$ cat config.mk
export PLATFORM = sky130hd
export DESIGN_NAME = cardio_bnn_top
export DESIGN_NICKNAME = d
export VERILOG_FILES = /design/src/hw/cardio_bnn_pkg.sv /design/src/hw/bnn_hidden_layer.sv /design/src/hw/bnn_class_scores.sv /design/src/hw/bnn_argmax.sv /design/src/hw/cardio_bnn_top.sv
export SDC_FILE = /design/constraint.sdc
export NUM_CORES = 2
export LEC_CHECK = 0
export BUFFER_PORTS_ARGS = -buffer_cell sky130_fd_sc_hd__buf_2
export CORE_ASPECT_RATIO = 1.75
export CORE_MARGIN = 4
export CORE_UTILIZATION = 41
export CTS_CLUSTER_SIZE = 12
export DETAILED_ROUTE_END_ITERATION = 8
export SLEW_MARGIN = 10
export SYNTH_ARGS = -nofsm -noshare
export SYNTH_HDL_FRONTEND = slang
export SYNTH_SLANG_ARGS = --single-unit
$ cat constraint.sdc
create_clock -name clk -period 6.25 [get_ports clk]
set_clock_uncertainty 0.15 [all_clocks]
set_input_delay 1.25 -clock clk [delete_from_list [all_inputs] [get_ports clk]]
set_output_delay 1.25 -clock clk [all_outputs]
set_load 0.01 [all_outputs]
$ cat src/hw/cardio_bnn_pkg.sv
package cardio_bnn_pkg;

    localparam int FEAT_CNT   = 19;
    localparam int FEAT_BITS  = 4;
    localparam int HIDDEN_CNT = 40;
    localparam int CLASS_CNT  = 3;

    // A score counts matching hidden neurons, so it spans 0 to HIDDEN_CNT
    localparam int SCORE_BITS = $clog2(HIDDEN_CNT + 1);
    localparam int CLASS_BITS = $clog2(CLASS_CNT);

    // Worst case neuron sum is +/- FEAT_CNT * 15, plus one bit for the sign
    localparam int HID_SUM_BITS = $clog2(FEAT_CNT * ((1 << FEAT_BITS) - 1) + 1) + 1;

    typedef logic [FEAT_CNT-1:0][FEAT_BITS-1:0] feat_rec_t;  // Feature i at bits 4i+3:4i
    typedef logic [HIDDEN_CNT-1:0] hidden_t;
    typedef logic [CLASS_BITS-1:0] class_idx_t;
    typedef logic [CLASS_CNT-1:0][SCORE_BITS-1:0] score_vec_t;

    typedef struct packed {
        logic    valid;
        hidden_t bits;
    } hid_beat_t;

    typedef struct packed {
        logic       valid;
        score_vec_t score;
    } score_beat_t;

    // Row n holds neuron n, bit i set means feature i is added, clear means subtracted
    localparam logic [FEAT_CNT-1:0] HID_WEIGHTS [HIDDEN_CNT] = '{
        // Neurons 0 to 9
        19'b011_1101_0001_1010_1011,
        19'b010_1110_0100_1010_1010,
        19'b001_0101_0010_0101_0001,
        19'b110_0101_1110_0011_0001,
        19'b011_0110_1101_1011_1010,
        19'b101_0010_0001_0001_1101,
        19'b100_0101_1011_0011_0001,
        19'b001_1001_0001_1110_1100,
        19'b011_1011_0101_1010_1011,
        19'b100_0101_0011_0101_0101,
        // Neurons 10 to 19
        19'b100_0000_0101_0010_0001,
        19'b101_0011_1111_1001_0001,
        19'b001_0000_0001_1001_1110,
        19'b000_0000_0011_0111_0100,
        19'b000_1111_0101_1000_1011,
        19'b111_0010_0000_1001_0101,
        19'b011_1010_0100_0010_1110,
        19'b111_0000_1101_1010_1010,
        19'b001_1111_1000_0011_1010,
        19'b100_0011_1000_1000_0101,
        // Neurons 20 to 29
        19'b110_1000_0000_1000_0001,
        19'b011_1001_0101_1100_1010,
        19'b100_1110_0010_0000_0100,
        19'b011_0000_0110_0011_0001,
        19'b111_0010_1110_1010_0010,
        19'b000_1001_0010_1101_0001,
        19'b100_0000_1111_0111_0100,
        19'b000_0111_0101_1110_1011,
        19'b111_1000_0101_1001_1110,
        19'b001_0110_0001_0110_1011,
        // Neurons 30 to 39
        19'b011_0100_0000_1100_0000,
        19'b101_0101_0101_1100_1110,
        19'b011_0101_1101_1011_1011,
        19'b001_0010_1000_0001_0100,
        19'b000_1100_1000_1100_0101,
        19'b111_1011_0100_0110_1001,
        19'b100_0001_0010_0011_0000,
        19'b110_0000_1110_1110_1100,
        19'b011_1010_1001_0000_1010,
        19'b000_0011_0111_1110_0100
    };

    // Row c holds class c, bit n set means hidden[n] counts, clear means its inverse counts
    localparam logic [HIDDEN_CNT-1:0] OUT_WEIGHTS [CLASS_CNT] = '{
        40'b0100_1011_0011_1001_0011_0111_0110_0001_1011_0011,
        40'b1100_1011_0001_1011_0011_0111_0110_1001_1010_0111,
        40'b1010_1000_0001_1111_0000_0011_0010_0010_0011_1001
    };

endpackage

$ cat src/hw/bnn_hidden_layer.sv
`timescale 1ns/1ps

module bnn_hidden_layer
    import cardio_bnn_pkg::*;
(
    input  logic      clk,
    input  logic      rst_n,
    input  logic      feat_valid,
    input  feat_rec_t features,
    output hid_beat_t hid
);

    logic signed [HID_SUM_BITS-1:0] sums [HIDDEN_CNT];
    hidden_t hid_next;
    hidden_t bits_q;
    logic    valid_q;

    // Signed sum of all features, each taken with the sign from its weight bit
    function automatic logic signed [HID_SUM_BITS-1:0] neuron_sum(
        input feat_rec_t           f,
        input logic [FEAT_CNT-1:0] w
    );
        logic signed [HID_SUM_BITS-1:0] acc;
        logic signed [HID_SUM_BITS-1:0] term;
        acc = '0;
        for (int i = 0; i < FEAT_CNT; i++) begin
            term = $signed(HID_SUM_BITS'(f[i]));  // Features are unsigned
            if (w[i]) begin
                acc = acc + term;
            end else begin
                acc = acc - term;
            end
        end
        return acc;
    endfunction

    for (genvar n = 0; n < HIDDEN_CNT; n++) begin : g_neuron
        assign sums[n] = neuron_sum(features, HID_WEIGHTS[n]);

        // Fires on a sum of zero or more, i.e. a clear sign bit
        assign hid_next[n] = ~sums[n][HID_SUM_BITS-1];
    end

    always_ff @(posedge clk or negedge rst_n) begin
        if (!rst_n) begin
            valid_q <= 1'b0;
        end else begin
            valid_q <= feat_valid;
        end
    end

    always_ff @(posedge clk) begin
        bits_q <= hid_next;
    end

    assign hid = '{valid: valid_q, bits: bits_q};

    // A record that entered with known features leaves no unknown neuron bits
    a_hid_known: assert property (
        @(posedge clk) disable iff (!rst_n)
        hid.valid |-> !$isunknown(hid.bits)
    );

endmodule

$ cat src/hw/bnn_class_scores.sv
`timescale 1ns/1ps

module bnn_class_scores
    import cardio_bnn_pkg::*;
(
    input  logic        clk,
    input  logic        rst_n,
    input  hid_beat_t   hid,
    output score_beat_t scores
);

    score_vec_t score_next;
    score_vec_t score_q;
    logic       valid_q;

    // Popcount of the positions where the hidden bit agrees with the class weight
    function automatic logic [SCORE_BITS-1:0] match_count(
        input hidden_t h,
        input hidden_t w
    );
        hidden_t              eq;
        logic [SCORE_BITS-1:0] cnt;
        eq  = ~(h ^ w);
        cnt = '0;
        for (int n = 0; n < HIDDEN_CNT; n++) begin
            cnt = cnt + SCORE_BITS'(eq[n]);
        end
        return cnt;
    endfunction

    for (genvar c = 0; c < CLASS_CNT; c++) begin : g_class
        assign score_next[c] = match_count(hid.bits, OUT_WEIGHTS[c]);
    end

    always_ff @(posedge clk or negedge rst_n) begin
        if (!rst_n) begin
            valid_q <= 1'b0;
        end else begin
            valid_q <= hid.valid;
        end
    end

    always_ff @(posedge clk) begin
        score_q <= score_next;
    end

    assign scores = '{valid: valid_q, score: score_q};

    for (genvar c = 0; c < CLASS_CNT; c++) begin : g_chk
        // Where two weight rows differ exactly one of the two classes gains the match
        a_score_pair: assert property (
            @(posedge clk) disable iff (!rst_n)
            scores.valid |->
                ((scores.score[c] + scores.score[(c + 1) % CLASS_CNT]
                  + $countones(OUT_WEIGHTS[c] ^ OUT_WEIGHTS[(c + 1) % CLASS_CNT])) % 2 == 0)
                && (scores.score[c] <= scores.score[(c + 1) % CLASS_CNT]
                    + $countones(OUT_WEIGHTS[c] ^ OUT_WEIGHTS[(c + 1) % CLASS_CNT]))
        );
    end

endmodule

$ cat src/hw/bnn_argmax.sv
`timescale 1ns/1ps

module bnn_argmax
    import cardio_bnn_pkg::*;
(
    input  logic        clk,
    input  logic        rst_n,
    input  score_beat_t scores,
    output class_idx_t  prediction,
    output logic        pred_valid
);

    class_idx_t best;

    // Strict compare keeps the earlier class on a tie, so the lowest index wins
    always_comb begin
        best = '0;
        for (int c = 1; c < CLASS_CNT; c++) begin
            if (scores.score[c] > scores.score[best]) begin
                best = class_idx_t'(c);
            end
        end
    end

    always_ff @(posedge clk or negedge rst_n) begin
        if (!rst_n) begin
            prediction <= '0;
            pred_valid <= 1'b0;
        end else begin
            prediction <= best;
            pred_valid <= scores.valid;  // Result strobe trails the score strobe by one cycle
        end
    end

    for (genvar c = 0; c < CLASS_CNT; c++) begin : g_chk
        // No class outscores the winner, and a lower class never ties it
        a_best_max: assert property (
            @(posedge clk) disable iff (!rst_n)
            scores.valid |-> (scores.score[best] >= scores.score[c])
                && (c >= best || scores.score[best] > scores.score[c])
        );
    end

endmodule

$ cat src/hw/cardio_bnn_top.sv
`timescale 1ns/1ps

// Three registered stages, so a record strobed at edge k is reported after edge k+2
module cardio_bnn_top
    import cardio_bnn_pkg::*;
(
    input  logic       clk,
    input  logic       rst_n,
    input  logic       feat_valid,
    input  feat_rec_t  features,
    output class_idx_t prediction,
    output logic       pred_valid
);

    hid_beat_t   hid;
    score_beat_t scores;

    bnn_hidden_layer bnn_hidden_layer_i (
        .clk        (clk),
        .rst_n      (rst_n),
        .feat_valid (feat_valid),
        .features   (features),
        .hid        (hid)
    );

    bnn_class_scores bnn_class_scores_i (
        .clk    (clk),
        .rst_n  (rst_n),
        .hid    (hid),
        .scores (scores)
    );

    bnn_argmax bnn_argmax_i (
        .clk        (clk),
        .rst_n      (rst_n),
        .scores     (scores),
        .prediction (prediction),
        .pred_valid (pred_valid)
    );

endmodule

After elaboration in Yosys (flattened, before gate mapping)

Cells that the tools add are included.
W data, S select, Z words.

Bits in registers: 63
Latch bits: 0
Memory bits (writable): 0
Bits in read-only memories: 0
Input bits: 79
Word-level logic and storage cells: 738
Memories: 0

$add $sub $neg: 677
$mul: 0
Divide/modulo/power cells: 0
Magnitude comparators: 3
Equality and inequality tests: 0
Shift-type cells: 0
Mux-type cells: 4
Bitwise operators: 46
Reductions and logical operators: 0

Operator list:

| kind                  | number |
|---|---|
| $sub A10 B5 Y10       | 305 |
| $add A10 B5 Y10       | 252 |
| $add A6 B1 Y6         | 114 |
| $not A40 Y40          | 3 |
| $not A1 Y1            | 40 |
| $not A23 Y23          | 1 |
| $not A21 Y21          | 1 |
| $not A16 Y16          | 1 |
| $bmux W6 S2           | 1 |
| $gt A6 B6 Y1          | 2 |
| $add A1 B1 Y2         | 3 |
| $mux W6               | 1 |
| $add A4 B4 Y5         | 1 |
| $sub A1 B4 Y5 const A | 1 |
| $sub A4 B4 Y5         | 1 |
| $lt A1 B3 Y1 const B  | 1 |
| $mux W2               | 1 |
| $mux W1               | 1 |

Longest topological paths before layout

Depth in word-level cells: 41
Gate-level depth with buffers: 42

Cells and area by module

Synthesis repeated with hierarchy kept, for this count alone.

Cells, all modules: 6872
Area total of the unflattened synthesis: 71911.5 µm²

Modules (own cells, without submodules):

| module           | instances | cells an instance | area an instance (µm²) | seq. area each (µm²) |
|---|---|---|---|---|
| bnn_hidden_layer | 1         | 6507              | 68006.5                | 825.8 |
| bnn_class_scores | 1         | 319               | 3473.3                 | 385.4 |
| bnn_argmax       | 1         | 46                | 431.7                  | 75.1 |

Worst setup path before layout

OpenSTA, ideal clock, no wires.

Kind: input-to-reg
From: input port features[0] (netlist name)
To: register bnn_hidden_layer_i.bits_q[3]
Arrival time: 9.693 ns
Required time: 5.970 ns
Setup slack: -3.723 ns
Cell stages on the path: 42
Path buffers: 0
Path through: inv_1 ha_1 inv_1 fa_1 inv_1 fa_1 inv_1 ha_1 nor2b_1 o21a_1 nor2_1 xnor2_1 ha_1 inv_1 xnor2_1 inv_1 fa_1 inv_1 (+6 left out) fa_1 inv_1 fa_1 inv_1 fa_1 inv_1 fa_1 ha_1 nand2_1 o21bai_1 a21o_1 a21oi_1 nor2b_1 o21ai_0 nand2b_1 a21oi_1 xnor2_1 xnor3_1

Cells in the longest elaborated chain, start to end: 19

Ends and longest elaborated chain:

| item                                     | line                   | RTL |
|---|---|---|
| from (decl)                              | cardio_bnn_top.sv:10   | `input feat_rec_t features,` |
| $sub A4 B4 Y5                            | --                     |  |
| $sub A10 B5 Y10 (2 in a row)             | bnn_hidden_layer.sv:31 | `acc = acc - term;` |
| $add A10 B5 Y10 (2 in a row)             | bnn_hidden_layer.sv:29 | `acc = acc + term;` |
| $sub A10 B5 Y10 (2 in a row)             | bnn_hidden_layer.sv:31 |  |
| $sub A10 B5 Y10                          | --                     |  |
| $add A10 B5 Y10 (4 in a row)             | bnn_hidden_layer.sv:29 |  |
| $sub A10 B5 Y10                          | bnn_hidden_layer.sv:31 |  |
| $add A10 B5 Y10                          | bnn_hidden_layer.sv:29 |  |
| $sub A10 B5 Y10 (2 in a row)             | bnn_hidden_layer.sv:31 |  |
| $add A10 B5 Y10 (2 in a row)             | bnn_hidden_layer.sv:29 |  |
| $not A1 Y1                               | bnn_hidden_layer.sv:41 | `assign hid_next[n] = ~sums[n][HID_SUM_BITS-1];` |
| named net bnn_hidden_layer_i.hid_next[3] | bnn_hidden_layer.sv:14 | `hidden_t hid_next;` |
| to (signal assigned)                     | bnn_hidden_layer.sv:53 | `bits_q <= hid_next;` |
| to (decl)                                | bnn_hidden_layer.sv:15 | `hidden_t bits_q;` |

The timed path passes the listed nets, and every way through them passes these cells.

Worst setup path after layout

Same ends and word-level chain as after synthesis.

==> summary.txt <==
Floorplan
  • Row Count: 203
  • Initial core utilization: 41.3%
  • Die Y: 563 um
  • Die area: 0.183 mm2
  • Die W: 325 um
  • Core area: 0.175 mm2
  • Ports: 82

Placement
  • IO Port Bufs: 81
  • GPL Wtd Cong: 1.11
  • Pre-CTS setup slack: -4.42 ns
  • DP HPWL: 333000 um

Clock tree
  • CTS root buffer: clkbuf_16
  • Total CTS buffers: 9
  • CTS Sinks: 63
  • H-tree depth: 3
  • Clock slew at reported path FFs: 0.08 ns
  • Clk buf depth: 2
  • TritonCTS clock tree: built
  • Hold-fix buffers at CTS: 0
  • Clock Latency Late Sink: 0.37 ns

Global routing
  • Initial antenna violation count: 12
  • Vias in the first global route: 62100
  • GRT overflow: 0
  • GRT Overall Usage: 40.4%
  • First-pass GRT wire length: 500000 um
  • Largest net degree at the start of global routing: 21

Logic synthesis
  • FF+latch count, synth: 63
  • Yosys Warn Count: 0
  • Number of flops mapped to enable cells by yosys: 0
  • Primary FF master, synth: dfxtp_1
  • Ys async rst share: 7.94%
  • Post-Syn Nets: 10100
  • Synthesized area per cell: 10.4 um2
  • Cells after synthesis: 6924
  • Sequential fraction of the synthesis area: 1.78%
  • Post-Syn Area: 0.0723 mm2
  • Unique cell type count in the Yosys netlist: 73

Cells and area
  • Number of fill cells: 16100
  • Area growth syn-to-layout: 29.5%
  • Fraction of layout cells with a size suffix above 1: 27.8%
  • Nets@finish: 11800

STA
  • # setup viols final: 40
  • Final hold vios: 0
  • Period utilisation layout: 158%
  • Worst slew pin tran: 1.08 ns
  • Slew Viols, Final: 0
  • Max Fclk: 102 MHz
  • Final worst slack: -3.60 ns
  • RSZ-0062 raised after global routing: yes
  • Final worst path period need: 9.85 ns
  • Max-slew headroom: 27.7%

Setup path
  • Worst-path maximum fanout: 3
  • WP data arrival: 9.95 ns
  • Crit Path Category: primary input to flop
  • Crit-path slowest cell: fa_2
  • WP data required: 6.36 ns
  • CP Launch Type: primary input
  • Critical Path Sink Type: flop
  • Worst path max stage delay: 0.66 ns

Route
  • Routed vias/inst: 5.02
  • Final ANT Viol Nets: 0
  • Final WL: 364000 um
  • DRC: 0
  • Via Count: 55200
  • DR pass1 iterations: 5
  • DR iter-0 viols: 3619
  • Routed WL per cell: 33.1 um

Run status
  • Violated checks: negative setup slack
  • Run status: finished with violations

Hold path
  • Hold Path Class: flop to flop

Job
  • Max cap viols: 0
registers in the layout, indices dropped and copies added (netlist names):
signal                      count
bnn_hidden_layer_i.bits_q      40
bnn_class_scores_i.scores      18
bnn_argmax_i.prediction         2
bnn_argmax_i.pred_valid         1
bnn_class_scores_i.valid_q      1
bnn_hidden_layer_i.valid_q      1
area by class of cell:
type,count,area (um2),area share (%)
clock inverter,7,103,0.110
sequential,63,1290,1.38
inverter,2349,8870,9.48
antenna,8,20.0,0.0214
multi-input combinational,4503,65400,69.9
timing repair buffer,1788,14900,15.9
clock buffer,9,225,0.241
tap,2255,2820,3.01
critical path: cells and delay by family:
kind,cells,cell delay [ns]
fa+ha+maj,15,6.70
xor+xnor,3,0.55
compound gates,5,0.66
buf+inv,10,0.56
simple gates,3,0.21
placed cells by master (no fill, tap or decap), types with 51 or more instances in the layout:
cell type	synthesis	routed
nor2_1	108	94
nand2b_1	68	59
xor2_1	119	97
o21ai_1	5	51
inv_1	2347	2224
buf_2	2	77
buf_12	0	107
dfxtp_1	58	56
inv_2	2	113
nor2b_1	68	58
buf_4	0	1522
fa_2	0	86
nand2_1	92	89
ha_4	0	92
buf_6	1	79
a21oi_2	1	74
fa_1	1850	1764
xnor2_1	298	238
ha_1	1205	1110
a21o_1	91	88
a21oi_1	192	98
routing by layer:
metal	vias up	routed length (um)	GRT usage [%]
met5	-	63	0
met4	10	44200	35.3
met3	899	18500	5.62
met2	1853	172000	67.6
met1	28600	129000	45.3
li1	23800	-	-
worst paths after layout:
| check | from | end | slack [ns] | depth (start not counted) |
|---|---|---|---|---|
| min | bnn_hidden_layer_i.valid_q$_DFF_PN0_ | bnn_class_scores_i.valid_q$_DFF_PN0_ | 0.21 | 0 |
| min reg2reg | bnn_hidden_layer_i.valid_q$_DFF_PN0_ | bnn_class_scores_i.valid_q$_DFF_PN0_ | 0.21 | 0 |
| max | features[0] | bnn_hidden_layer_i.bits_q[3]$_DFF_P_ | -3.60 | 36 |
| min in group asynchronous | rst_n | bnn_hidden_layer_i.valid_q$_DFF_PN0_ | 0.53 | 1 |
| max reg2reg | bnn_hidden_layer_i.bits_q[20]$_DFF_P_ | bnn_class_scores_i.scores[16]$_DFF_P_ | 0.22 | 18 |
| max in group asynchronous | rst_n | bnn_argmax_i.prediction[0]$_DFF_PN0_ | 5.29 | 1 |
per-stage QoR:
step	instance area, um2	utilization, %	setup TNS, ns	hold slack (ns)	std cells
after floorplan	72900	-	-82.69	0.181	6924
after global placement	89400	51.1	-144.15	0.194	10900
after detailed placement	89400	51.1	-145.51	0.189	10900
after CTS	92500	52.8	-110.97	0.212	11000
after global routing	93600	53.5	-120.64	0.216	11000
final	93600	53.5	-112.12	0.207	11000
cells by family (layout without fill, tap and decap cells):
kind of cell | after synthesis | after routing | synth area share [%]
flops | 63 | 63 | 1.78
xor+xnor | 435 | 435 | 5.59
mux | 21 | 21 | 0.319
buf+inv | 2358 | 4153 | 12.3
compound gates | 546 | 546 | 4.77
fa+ha+maj | 3055 | 3055 | 72.1
simple gates | 446 | 446 | 3.18
other cells | 0 | 8 | 0
cells in the mapped netlist (6+ instances only):
master	n	area share, %
inv_1	2347	12
fa_1	1850	51
ha_1	1205	21
xnor2_1	298	3.6
a21oi_1	192	1.3
xor2_1	119	1.4
nor2_1	108	0.56
o21ai_0	108	0.75
nand2_1	92	0.48
a21o_1	91	0.95
nand2b_1	68	0.59
nor2b_1	68	0.59
dfxtp_1	58	1.6
o21a_1	44	0.46
o21bai_1	38	0.39
or2_2	34	0.29
nand3_1	20	0.14
nor3_1	16	0.11
mux2i_1	14	0.19
a211oi_1	11	0.11
xnor3_1	11	0.34
a41o_1	10	0.14
and4b_1	9	0.12
and2_1	8	0.069
clkbuf_1	6	0.031
mux2_2	6	0.093
timing repair:
action                     4_1_cts  5_1_grt
pin swaps                      415      319
setup buffers                   86       37
gates resized for setup        463      218
setup endpoints to repair       40       44
Power is not shown: default switching activity piles up to over one toggle a cycle in this logic, so the estimate is an artifact.
